### src/logic/rs_pkg.sv
package rs_pkg;

    localparam int XLEN    = 32;  // operand / data width
    localparam int PC_LEN  = 32;
    localparam int OFF_LEN = 16;  // immediate offset

    // add is the idle value on empty lanes
    typedef enum logic [3:0] {
        ALU_ADD,
        ALU_SUB,
        ALU_AND,
        ALU_OR,
        ALU_XOR,
        ALU_SLL,
        ALU_SRL,
        ALU_SRA,
        ALU_SLT
    } alu_func_t;

endpackage

### src/logic/rs_entry.sv
`timescale 1ns/100ps

module rs_entry #(
    parameter int WAYS     = 3,
    parameter int PRF_SIZE = 64,
    parameter int ROB_SIZE = 16,
    localparam int TAG_W   = $clog2(PRF_SIZE),
    localparam int ROB_W   = $clog2(ROB_SIZE)
) (
    input  logic                              clock,
    input  logic                              reset,
    input  logic                              load,
    input  logic                              dealloc,  // entry issued this cycle
    input  logic [rs_pkg::XLEN-1:0]           load_opa, load_opb,
    input  logic                              load_opa_ready, load_opb_ready,
    input  logic [TAG_W-1:0]                  load_dest_tag,
    input  logic [ROB_W-1:0]                  load_rob_idx,
    input  logic [rs_pkg::PC_LEN-1:0]         load_pc,
    input  logic [rs_pkg::OFF_LEN-1:0]        load_offset,
    input  rs_pkg::alu_func_t                 load_alu_func,
    input  logic                              load_rd_mem, load_wr_mem,
    input  logic [WAYS-1:0]                   cdb_valid,
    input  logic [WAYS-1:0][TAG_W-1:0]        cdb_tag,
    input  logic [WAYS-1:0][rs_pkg::XLEN-1:0] cdb_data,
    output logic                              free,
    output logic                              ready,
    output logic [rs_pkg::XLEN-1:0]           opa, opb,
    output logic [TAG_W-1:0]                  dest_tag,
    output logic [ROB_W-1:0]                  rob_idx,
    output logic [rs_pkg::PC_LEN-1:0]         pc,
    output logic [rs_pkg::OFF_LEN-1:0]        offset,
    output rs_pkg::alu_func_t                 alu_func,
    output logic                              rd_mem, wr_mem
);

    logic                    occupied;
    logic                    opa_rdy, opb_rdy;
    logic                    opa_rdy_next, opb_rdy_next;
    logic [rs_pkg::XLEN-1:0] opa_next, opb_next;

    assign free  = ~occupied;
    assign ready = occupied & opa_rdy & opb_rdy;

    // a waiting operand holds its tag in the low bits
    always_comb begin
        opa_next     = opa;
        opb_next     = opb;
        opa_rdy_next = opa_rdy;
        opb_rdy_next = opb_rdy;
        for (int i = 0; i < WAYS; i++) begin
            if (occupied && !opa_rdy && cdb_valid[i] && cdb_tag[i] == opa[TAG_W-1:0]) begin
                opa_next     = cdb_data[i];
                opa_rdy_next = 1'b1;
            end
            if (occupied && !opb_rdy && cdb_valid[i] && cdb_tag[i] == opb[TAG_W-1:0]) begin
                opb_next     = cdb_data[i];
                opb_rdy_next = 1'b1;
            end
        end
    end

    always_ff @(posedge clock) begin
        if (reset) begin
            occupied <= 1'b0;
            opa_rdy  <= 1'b0;
            opb_rdy  <= 1'b0;
        end else if (load) begin
            occupied <= 1'b1;
            opa_rdy  <= load_opa_ready;
            opb_rdy  <= load_opb_ready;
        end else begin
            occupied <= occupied & ~dealloc;
            opa_rdy  <= opa_rdy_next;
            opb_rdy  <= opb_rdy_next;
        end
    end

    always_ff @(posedge clock) begin
        if (load) begin
            opa      <= load_opa;
            opb      <= load_opb;
            dest_tag <= load_dest_tag;
            rob_idx  <= load_rob_idx;
            pc       <= load_pc;
            offset   <= load_offset;
            alu_func <= load_alu_func;
            rd_mem   <= load_rd_mem;
            wr_mem   <= load_wr_mem;
        end else begin
            opa <= opa_next;
            opb <= opb_next;
        end
    end

    // allocator only targets free entries
    a_load_free: assert property (@(posedge clock) disable iff (reset) load |-> !occupied);
    // selector only frees entries it saw ready
    a_dealloc_ready: assert property (@(posedge clock) disable iff (reset) dealloc |-> ready);

endmodule

### config.mk
export PLATFORM = sky130hd
export DESIGN_NAME = rs_entry
export DESIGN_NICKNAME = d
export VERILOG_FILES = /design/src/logic/rs_pkg.sv /design/src/logic/rs_entry.sv
export SDC_FILE = /design/constraint.sdc
export NUM_CORES = 1
export LEC_CHECK = 0
export ABC_AREA = 1
export BUFFER_PORTS_ARGS = -buffer_cell sky130_fd_sc_hd__buf_4
export CORE_AREA = 4 4 146 148
export DETAILED_ROUTE_END_ITERATION = 10
export DIE_AREA = 0 0 150 152
export PLACE_DENSITY = 0.72
export SYNTH_ARGS = -nofsm -noshare
export SYNTH_HDL_FRONTEND = slang
export SYNTH_SLANG_ARGS = --single-unit
export TNS_END_PERCENT = 5
### constraint.sdc
create_clock -name clock -period 2.4 [get_ports clock]
set_input_delay 0.24 -clock clock [delete_from_list [all_inputs] [get_ports clock]]
set_output_delay 0.24 -clock clock [all_outputs]
set_load 0.03 [all_outputs]
==> results.md, run 1 <==
* Vias in the first global route at 7519
* Final TNS setup at 0 ns
* Clock tree from TritonCTS: built
* Largest net degree at the start of global routing at 101
* Fraction of the core area covered by cells at the end of the flow at 57.2%
* Post-route worst hold slack at 0.0240 ns
* GRT Residual Overflow at 0
* Number of iterations in the first detailed-routing pass at 4
* Nets at 1570
* Amount of wire on met3 after detailed routing at 2550 um
* Final Max Slew Viols at 0
* Family with the most delay on the worst path: simple AND/OR/NAND/NOR gates
* RSZ-0062 raised after global routing: no
* Number of violations reported at the end of detailed-routing iteration 0 at 437
* Final worst path period need at 2.06 ns
* Total via count after detailed routing at 7421
* Period utilisation layout at 85.7%
* Antenna cell count at 0
* Type of the worst min-delay path: in2reg
* Crit path top cell by count: nand2_1
* Syn Inst Count at 878
* Effective utilization at floorplan at 35.7%
* Setup violation total in the final timing report at 0
* First-pass GRT wire length at 41800 um
* Worst-path fanout max at 21
* Average via count per standard cell at 4.64
* Final Total Pwr at 0.00693 W
* Power density of the placed cells at 604 nW/um^2
* F_max at 0.486 GHz
* Peak supply drop at 0.350 mV
* Met2 wire length at 14100 um
* Vertical die dimension at 152 um
* Detailed-route DRC error count at 0
* Most common cell after layout, fill and taps aside: buf_4
* Critical-path cell with the highest stage delay: edfxtp_1
* Met1 wire length at 10600 um
* Mapped Area at 7160 sq um
* Max Cap Violations at 0
* Residual antenna-violating net count after detailed routing at 0
* Detailed Route WL at 28100 um
* Share of synthesized area occupied by flip-flops and latches at 54.5%
* Worst path max stage delay at 0.47 ns
* Capturing element type of the critical path: register
* Tot GR Track Use at 23.8%
* Number of nets in the synthesized netlist at 1129
* Root cell of the clock tree: clkbuf_16
* Number of H-tree levels at 4
* Max Buffers Root-to-Sink at 2
* Final GP Congestion at 0.923
* Critical path required time at 2.48 ns
* Growth of design area from synthesis to finish at 60.1%
* Post-route clock skew at 0.00901 ns
* Critical Path, Cell by Cell: nand2_1 > nand2_1 > nor2_1 > nand2_1 > nor2_8 > nor2_1 > nand2_2 > buf_4
* Die area at 22800 sq um
* Non-filler cells in the finished layout at 1601
* Number of top-level pins at 381
* Number of rows created at floorplan at 52
* Top library cells by usage in the layout, fill and taps aside: buf_4, nand2_1, inv_1
* Count of fill cells added during filler insertion at 1817
* Worst Setup Start Kind: register
* Tightest slew margin relative to the limit at 67.0%
* Number of distinct library cells after synthesis at 21
* Ratio of cells with drive above 1 in the final layout at 33.2%
* Clock latency on the worst-skew pair at 0.41 ns
* Transition time of the tightest slew-check pin at 0.494 ns
* Static leakage at 6.07 nW
* Flip-flop and latch count after synthesis at 131
* Core footprint at 20000 sq um
* Routed WL per cell at 17.5 um
* Port Buffer Count at 380
* # clock sinks at 131
* Endpoint arrival time on the critical path at 2.14 ns
* Number of failing hold endpoints at the final stage at 0
* Post-CTS Setup Bufs at 0
* Num CTS Buffers at 17
* CP bufs+invs at 1
* DP HPWL at 20500 um
* Status: complete, no violations
* Horizontal die dimension at 150 um
* Average instance area after synthesis at 8.16 sq um
* Top routing layer in use: met4
* Clock-pin slew on the worst setup and hold paths at 0.06 ns
* Worst setup path class: reg2reg
* Antenna violations before repair at 0
* Warnings, synthesis at 0
* DP Cell Count at 1506
-- stage by stage --
step	setup slack, ns	cell area, sq um
after floorplan	0.00327	7160
after global placement	0.360	10200
after detailed placement	0.316	10200
after CTS	0.305	11500
after global routing	0.167	11500
final	0.344	11500
-- layout make-up --
cell class                      instances  area, sq um  area share, %
Multi-Input combinational cell        542         2380           20.8
Clock buffer                           17          425           3.71
Tap cell                              270          338           2.95
Inverter                              166          628           5.48
Clock inverter                         14          155           1.35
Timing Repair Buffer                  461         3630           31.7
Sequential cell                       131         3900           34.0
-- cells by family (layout without fill, tap and decap cells) --
logic type,count (synthesis),in the layout,share of synthesized area (%)
XOR/XNOR,5,5,0.611
flip-flops,131,131,54.5
AND/OR/NAND/NOR,472,472,27.0
buffers and inverters,205,658,12.3
AO/OA/AOI/OAI,65,65,5.66
-- what timing repair did --
action	in CTS	in global routing
resized for setup	0	0
endpoints found under the setup margin	0	0
endpoints found under the hold margin	64	0
hold buffers	64	0
-- Yosys cell counts (all sizes together) --
master  instances  area share (%)
nand2         362              19
inv           166             8.8
edfxtp        128              54
nand3          74             5.2
a31oi          64             5.6
buf            32             3.1
nor2           32             2.4
clkbuf          7            0.37
xnor2           5            0.61
dfxtp           3            0.84
nor3            3            0.21
nand3b          1            0.10
o21ai           1           0.070
-- where the power goes --
group	switching, W	internal (W)	leakage (nW)
sequential	0.0000777	0.00272	1.29
clock	0.00106	0.00154	0.286
combinational	0.000859	0.000672	4.50
-- flip-flops by register name (all words and copies together) (netlist names) --
register,cells
wr_mem,1
opa_rdy,1
opb_rdy,1
rd_mem,1
offset,16
alu_func,4
dest_tag,6
pc,32
opa,32
opb,32
rob_idx,4
occupied,1
-- worst paths after layout --
path                                     start         to  slack [ns]  cells past startpoint
worst max-delay path                    opa[1]    opa[20]        0.34                      8
worst min-delay path            load_offset[0]  offset[0]        0.02                      1
worst min register to register         opb_rdy    opb_rdy        0.61                      4
worst max register to register          opa[1]    opa[20]        0.34                      8
-- layer usage --
layer | GRT usage [%] | up-vias
li1 | - | 3671
met1 | 27.5 | 3338
met2 | 42.4 | 358
met3 | 5.90 | 54
met4 | 8.54 | 0
met5 | 0 | -
No activity file was read; power rests on OpenSTA's default activity.
==> run 2, diff against run 1 <==
Settings changed: CORE_AREA 4 4 146 148 to 2 2 148 150, PLACE_DENSITY 0.72 to 0.69.
==> run 2 against run 1 <==
Net effect: non-clock buffer count is 2 higher; cell count is 0.81% higher; core utilization shrank 3.4 points; first-iteration DRC count is 10% lower; highest routed layer unchanged; sequential share of layout area fell by 0.059 points; die area unchanged; largest cell class unchanged; power down 0.71%; hold slack improved by 0.099 ns; setup slack better by 0.032 ns.
==> results.md, run 2 (same netlist as run 1, synthesis figures left out) <==
* Clock-pin slew on the worst setup and hold paths at 0.07 ns
* Vertical die dimension at 152 um
* Worst path max stage delay at 0.48 ns
* CP bufs+invs at 1
* Switching share of total power at 29.6%
* Residual antenna-violating net count after detailed routing at 0
* Top library cells by usage in the layout, fill and taps aside: buf_4, nand2_1, inv_1
* Tot GR Track Use at 23.9%
* Comb pwr share at 22.4%
* Num CTS Buffers at 17
* Pre-CTS setup slack at 0.377 ns
* Average via count per standard cell at 4.63
* Nets at 1572
* Growth of design area from synthesis to finish at 60.4%
* Reg2Reg Capture Point: opa[4]
* Sequential cell fraction of total power at 40.5%
* Clock network fraction of total power at 37.1%
* DP HPWL at 20400 um
* Vias in the first global route at 7741
* Static leakage at 6.07 nW
* DP Cell Count at 1517
* Startpoint of the worst-slack reg-to-reg timing path: opa[0]
* Number of top-level pins at 381
* RSZ-0062 raised after global routing: no
* Transition time of the tightest slew-check pin at 0.573 ns
* Last element of the critical path: opa[4]
* Setup violation total in the final timing report at 0
* Critical path required time at 2.57 ns
* Number of failing hold endpoints at the final stage at 0
* Most common cell after layout, fill and taps aside: buf_4
* Crit path top cell by count: nand2_1
* Die area at 22800 sq um
* Final Max Slew Viols at 0
* Effective utilization at floorplan at 33.5%
* First-pass GRT wire length at 41300 um
* Tightest slew margin relative to the limit at 61.8%
* Stages on worst setup path at 9
* F_max at 0.494 GHz
* Post-CTS resize count at 0
* Power spent charging and discharging nets at 0.00204 W
* Final TNS setup at 0 ns
* Port Buffer Count at 380
* FF-to-FF setup slack at 0.38 ns
* Antenna violations before repair at 0
* Core footprint at 21400 sq um
* GRT Residual Overflow at 0
* Clock tree from TritonCTS: built
* Count of fill cells added during filler insertion at 1934
* Total via count after detailed routing at 7473
* Period utilisation layout at 84.3%
* Peak supply drop at 0.389 mV
* Family with the most delay on the worst path: simple AND/OR/NAND/NOR gates
* Post-CTS Setup Bufs at 0
* Non-filler cells in the finished layout at 1614
* Setup slack after layout at 0.376 ns
* Max Cap Violations at 0
* Final GP Congestion at 0.872
* Antenna cell count at 0
* Max Buffers Root-to-Sink at 2
* Clock latency on the worst-skew pair at 0.42 ns
* Worst-path fanout max at 18
* Detailed-route DRC error count at 0
* Ratio of cells with drive above 1 in the final layout at 33.2%
* Number of H-tree levels at 4
* Root cell of the clock tree: clkbuf_16
* Largest net degree at the start of global routing at 46
* Reg2Reg Depth at 9
* Number of rows created at floorplan at 54
* Largest registers in the final layout: opa: 32 flops, opb: 32 flops, pc: 32 flops
* Status: complete, no violations
* Internal power at 0.00485 W
* Number of iterations in the first detailed-routing pass at 5
* Endpoint arrival time on the critical path at 2.19 ns
* Worst Setup Start Kind: register
* Hold-fix buffer count after cts at 65
* # clock sinks at 131
* Power density of the placed cells at 599 nW/um^2
* Detailed Route WL at 27700 um
* Capturing element type of the critical path: register
* Worst setup path start: opa[0]
* Type of the worst min-delay path: in2reg
* Horizontal die dimension at 150 um
* Routed WL per cell at 17.2 um
* Critical-path cell with the highest stage delay: edfxtp_1
* Beginning of the worst hold path: cdb_data[94]
* Worst setup path class: reg2reg
* Post-route clock skew at 0.0117 ns
* Number of violations reported at the end of detailed-routing iteration 0 at 392
* Final worst path period need at 2.02 ns
* Critical Path, Cell by Cell: nand2_1 > nand2_1 > nor2_1 > nand2_1 > nor2_8 > buf_4 > nand2_1 > nand3_1 > nand2_1
## run 2: changes by cell type in the layout (fill, tap and decap cells not counted)
cell / change
clkinv_1: +1
clkinv_2: -2
inv_6: +2
bufinv_16: -1
clkinv_4: -2
inv_8: +1
buf_4: +1
dlygate4sd3_1: +1
clkinvlp_4: +2
## run 2: per-layer routing
metal  global-route usage [%]  wire length (um)  part of all wire (%)  vias up
met4                     11.0              1040                   3.7        0
met1                     27.8             10800                    39     3396
li1                         -                 -                     -     3672
met2                     41.4             13700                    50      339
met5                        0                 0                     0        -
met3                     5.65              2160                   7.8       66
## run 2: how the worst min path moves through the flow
| stage | endpoint | slack [ns] | cells past startpoint |
|---|---|---|---|
| floorplan | occupied | 0.31 | 1 |
| finish | opb[30] | 0.12 | 3 |
| CTS | opa[9] | 0.10 | 3 |
| detailed placement | pc[30] | 0.42 | 1 |
| global placement | offset[6] | 0.42 | 1 |
| global route | opb[21] | 0.11 | 3 |
## run 2: area by class of cell
| type | count | area [sq um] | area share [%] |
|---|---|---|---|
| tap | 280 | 350 | 3.05 |
| clock buffer | 17 | 425 | 3.70 |
| clock inverter | 15 | 145 | 1.26 |
| timing repair buffer | 463 | 3650 | 31.8 |
| inverter | 166 | 628 | 5.47 |
| sequential | 131 | 3900 | 34.0 |
| multi-input combinational | 542 | 2380 | 20.8 |
## run 2: metrics by stage
stage	total power, W	area [sq um]	hold slack (ns)	util, %
3_5_place_dp	0.00429	10300	0.420	48.1
6_report	0.00688	11500	0.123	53.8
3_3_place_gp	0.00427	10300	0.418	48.1
2_1_floorplan	0.00352	7160	0.312	-
4_1_cts	0.00693	11500	0.103	53.8
5_1_grt	0.00717	11500	0.113	53.8
## run 2: power by group through the flow
stage / clock, W / sequential (W) / combinational [W]
2_1_floorplan: 0 / 0.00317 / 0.000354
3_3_place_gp: 0 / 0.00283 / 0.00144
4_1_cts: 0.00260 / 0.00279 / 0.00155
3_5_place_dp: 0 / 0.00283 / 0.00145
5_1_grt: 0.00271 / 0.00281 / 0.00165
6_report: 0.00255 / 0.00279 / 0.00154
## run 2: worst min-delay path, stage by stage
cell and delay [ns]:
buf_4 0.08, a31oi_1 0.07, nand2_1 0.04
==> run 3, diff against run 2 <==
Settings changed: CORE_AREA 2 2 148 150 to 2 2 150 152, DIE_AREA 0 0 150 152 to 0 0 152 154, PLACE_DENSITY 0.69 to 0.65.
Clock period 2.4 ns to 2 ns, I/O delays scaled along.
==> run 3 against run 2 <==
Net effect: combinational power grew 21%; clock skew grew 0.0023 ns; design area grew 1.8%; register-to-register slack lost 0.24 ns; core utilization grew 0.12 points.
==> results.md, run 3 (same netlist as run 1, synthesis figures left out) <==
* Status: complete, no violations
* Static leakage at 6.17 nW
* Number of rows created at floorplan at 54
* Clock-pin slew on the worst setup and hold paths at 0.07 ns
* Die area at 23400 sq um
* Tot GR Track Use at 23.7%
* Max Buffers Root-to-Sink at 2
* Last element of the critical path: opa[29]
* Reg2Reg Capture Point: opa[29]
* Worst Setup Start Kind: register
* Top library cells by usage in the layout, fill and taps aside: buf_4, nand2_1, inv_1
* Multi-input combinational cell area at 2390 sq um
* Placed standard-cell area at 10400 sq um
* Residual antenna-violating net count after detailed routing at 0
* Most common cell after layout, fill and taps aside: buf_4
* Port Buffer Count at 380
* Routed WL per cell at 17.4 um
* Num CTS Buffers at 17
* Vias in the first global route at 7595
* Capturing element type of the critical path: register
* Ratio of cells with drive above 1 in the final layout at 33.8%
* Vertical die dimension at 154 um
* Worst path max stage delay at 0.52 ns
* Number of H-tree levels at 4
* Number of top-level pins at 381
* Post-route clock skew at 0.0140 ns
* Detailed-route DRC error count at 0
* Reg2Reg Depth at 11
* Family with the most delay on the worst path: simple AND/OR/NAND/NOR gates
* Number of failing hold endpoints at the final stage at 0
* Max Cap Violations at 0
* Transition time of the tightest slew-check pin at 0.416 ns
* Effective utilization at floorplan at 33.0%
* Register Area at 3900 sq um
* Clock latency on the worst-skew pair at 0.41 ns
* Critical path required time at 2.16 ns
* Tightest slew margin relative to the limit at 72.3%
* Final Total Pwr at 0.00844 W
* Endpoint arrival time on the critical path at 2.02 ns
* Root cell of the clock tree: clkbuf_16
* Critical-path cell with the highest stage delay: edfxtp_1
* Amount of wire on met3 after detailed routing at 2310 um
* Largest registers in the final layout: opa: 32 flops, opb: 32 flops, pc: 32 flops
* Startpoint of the worst-slack reg-to-reg timing path: opa[4]
* Number of violations reported at the end of detailed-routing iteration 0 at 350
* Stages on worst setup path at 11
* First-pass GRT wire length at 42700 um
* Worst-path fanout max at 32
* Antenna cell count at 0
* Total via count after detailed routing at 7464
* Final TNS setup at 0 ns
* Average via count per standard cell at 4.59
* Antenna violations before repair at 0
* F_max at 0.537 GHz
* Type of the worst min-delay path: in2reg
* Peak supply drop at 0.476 mV
* Worst setup path class: reg2reg
* Horizontal die dimension at 152 um
* CP bufs+invs at 3
* Count of fill cells added during filler insertion at 1989
* FF-to-FF setup slack at 0.14 ns
* Final GP Congestion at 0.906
* Power density of the placed cells at 721 nW/um^2
* GRT Residual Overflow at 0
* Top routing layer in use: met4
* Core footprint at 21700 sq um
* Final worst path period need at 1.86 ns
* Critical Path, Cell by Cell: inv_2 > nand2_1 > nand2_1 > nor2_1 > nand2_1 > nor2_8 > buf_12 > inv_8 > nand2_1 > nand3_1 > nand2_1
* Growth of design area from synthesis to finish at 63.3%
* Detailed Route WL at 28300 um
* Crit path top cell by count: nand2_1
* Met2 wire length at 14200 um
* Met1 wire length at 11000 um
* Design Area, Final at 11700 sq um
* Final Max Slew Viols at 0
* Clock tree from TritonCTS: built
* Worst setup path start: opa[4]
* Setup violation total in the final timing report at 0
* RSZ-0062 raised after global routing: yes
* Largest net degree at the start of global routing at 51
* # clock sinks at 131
* DP HPWL at 21200 um
* Period utilisation layout at 93.2%
* Number of iterations in the first detailed-routing pass at 5
* Nets at 1583
==> run 3: cell types whose count changed in the layout (fill, tap and decap cells not counted), sizes merged <==
cell	change
bufinv	+1
buf	+11
inv	+1
clkinvlp	-1
clkinv	-2
clkbuf	+1
==> run 3: how the worst min path moves through the flow <==
stage                          from    endpoint  slack [ns]  cells past startpoint
floorplan                     reset    occupied        0.27                      1
global placement    load_offset[10]  offset[10]        0.38                      1
detailed placement       load_pc[7]       pc[7]        0.38                      1
CTS                    cdb_data[89]     opb[25]        0.07                      3
global route           cdb_data[86]     opb[22]        0.08                      3
finish                 cdb_data[86]     opb[22]        0.09                      3
==> run 3: cell type report <==
class | count | share of cell area [%]
Clock buffer | 18 | 3.67
Sequential cell | 131 | 33.4
Tap cell | 280 | 3.00
Inverter | 166 | 5.39
Clock inverter | 14 | 1.43
Timing Repair Buffer | 474 | 32.7
Multi-Input combinational cell | 542 | 20.4
==> run 3: stage by stage <==
stage / util, % / std cells / hold slack (ns) / worst slack, ns
floorplan: - / 878 / 0.272 / -0.0844
global placement: 48.1 / 1526 / 0.378 / 0.0924
detailed placement: 48.1 / 1526 / 0.379 / 0.101
CTS: 53.8 / 1623 / 0.0696 / 0.0784
global route: 53.9 / 1625 / 0.0777 / -0.0119
finish: 53.9 / 1625 / 0.0887 / 0.137
==> run 3: routing by layer <==
layer  global-route usage, %  up-vias
li1                        -     3696
met1                    27.1     3364
met2                    42.2      355
met3                    6.71       49
met4                    8.81        0
met5                       0        -
==> run 3: power breakdown <==
group          switching [W]  internal (W)  total [W]
Sequential         0.0000926       0.00326    0.00335
Clock                0.00133       0.00188    0.00321
Combinational        0.00104      0.000833    0.00187
Total                0.00246       0.00598    0.00844
==> run 3: repair_timing <==
item / 4_1_cts / 5_1_grt
buffers inserted: 0 / 2
hold buffers: 65 / 0
resized for setup: 0 / 2
endpoints found under the hold margin: 65 / 0
setup endpoints to repair: 0 / 31
==> run 3: tightest hold or removal path: stages <==
cell and delay, ns:
buf_4 0.08, a31oi_1 0.07, nand2_1 0.04
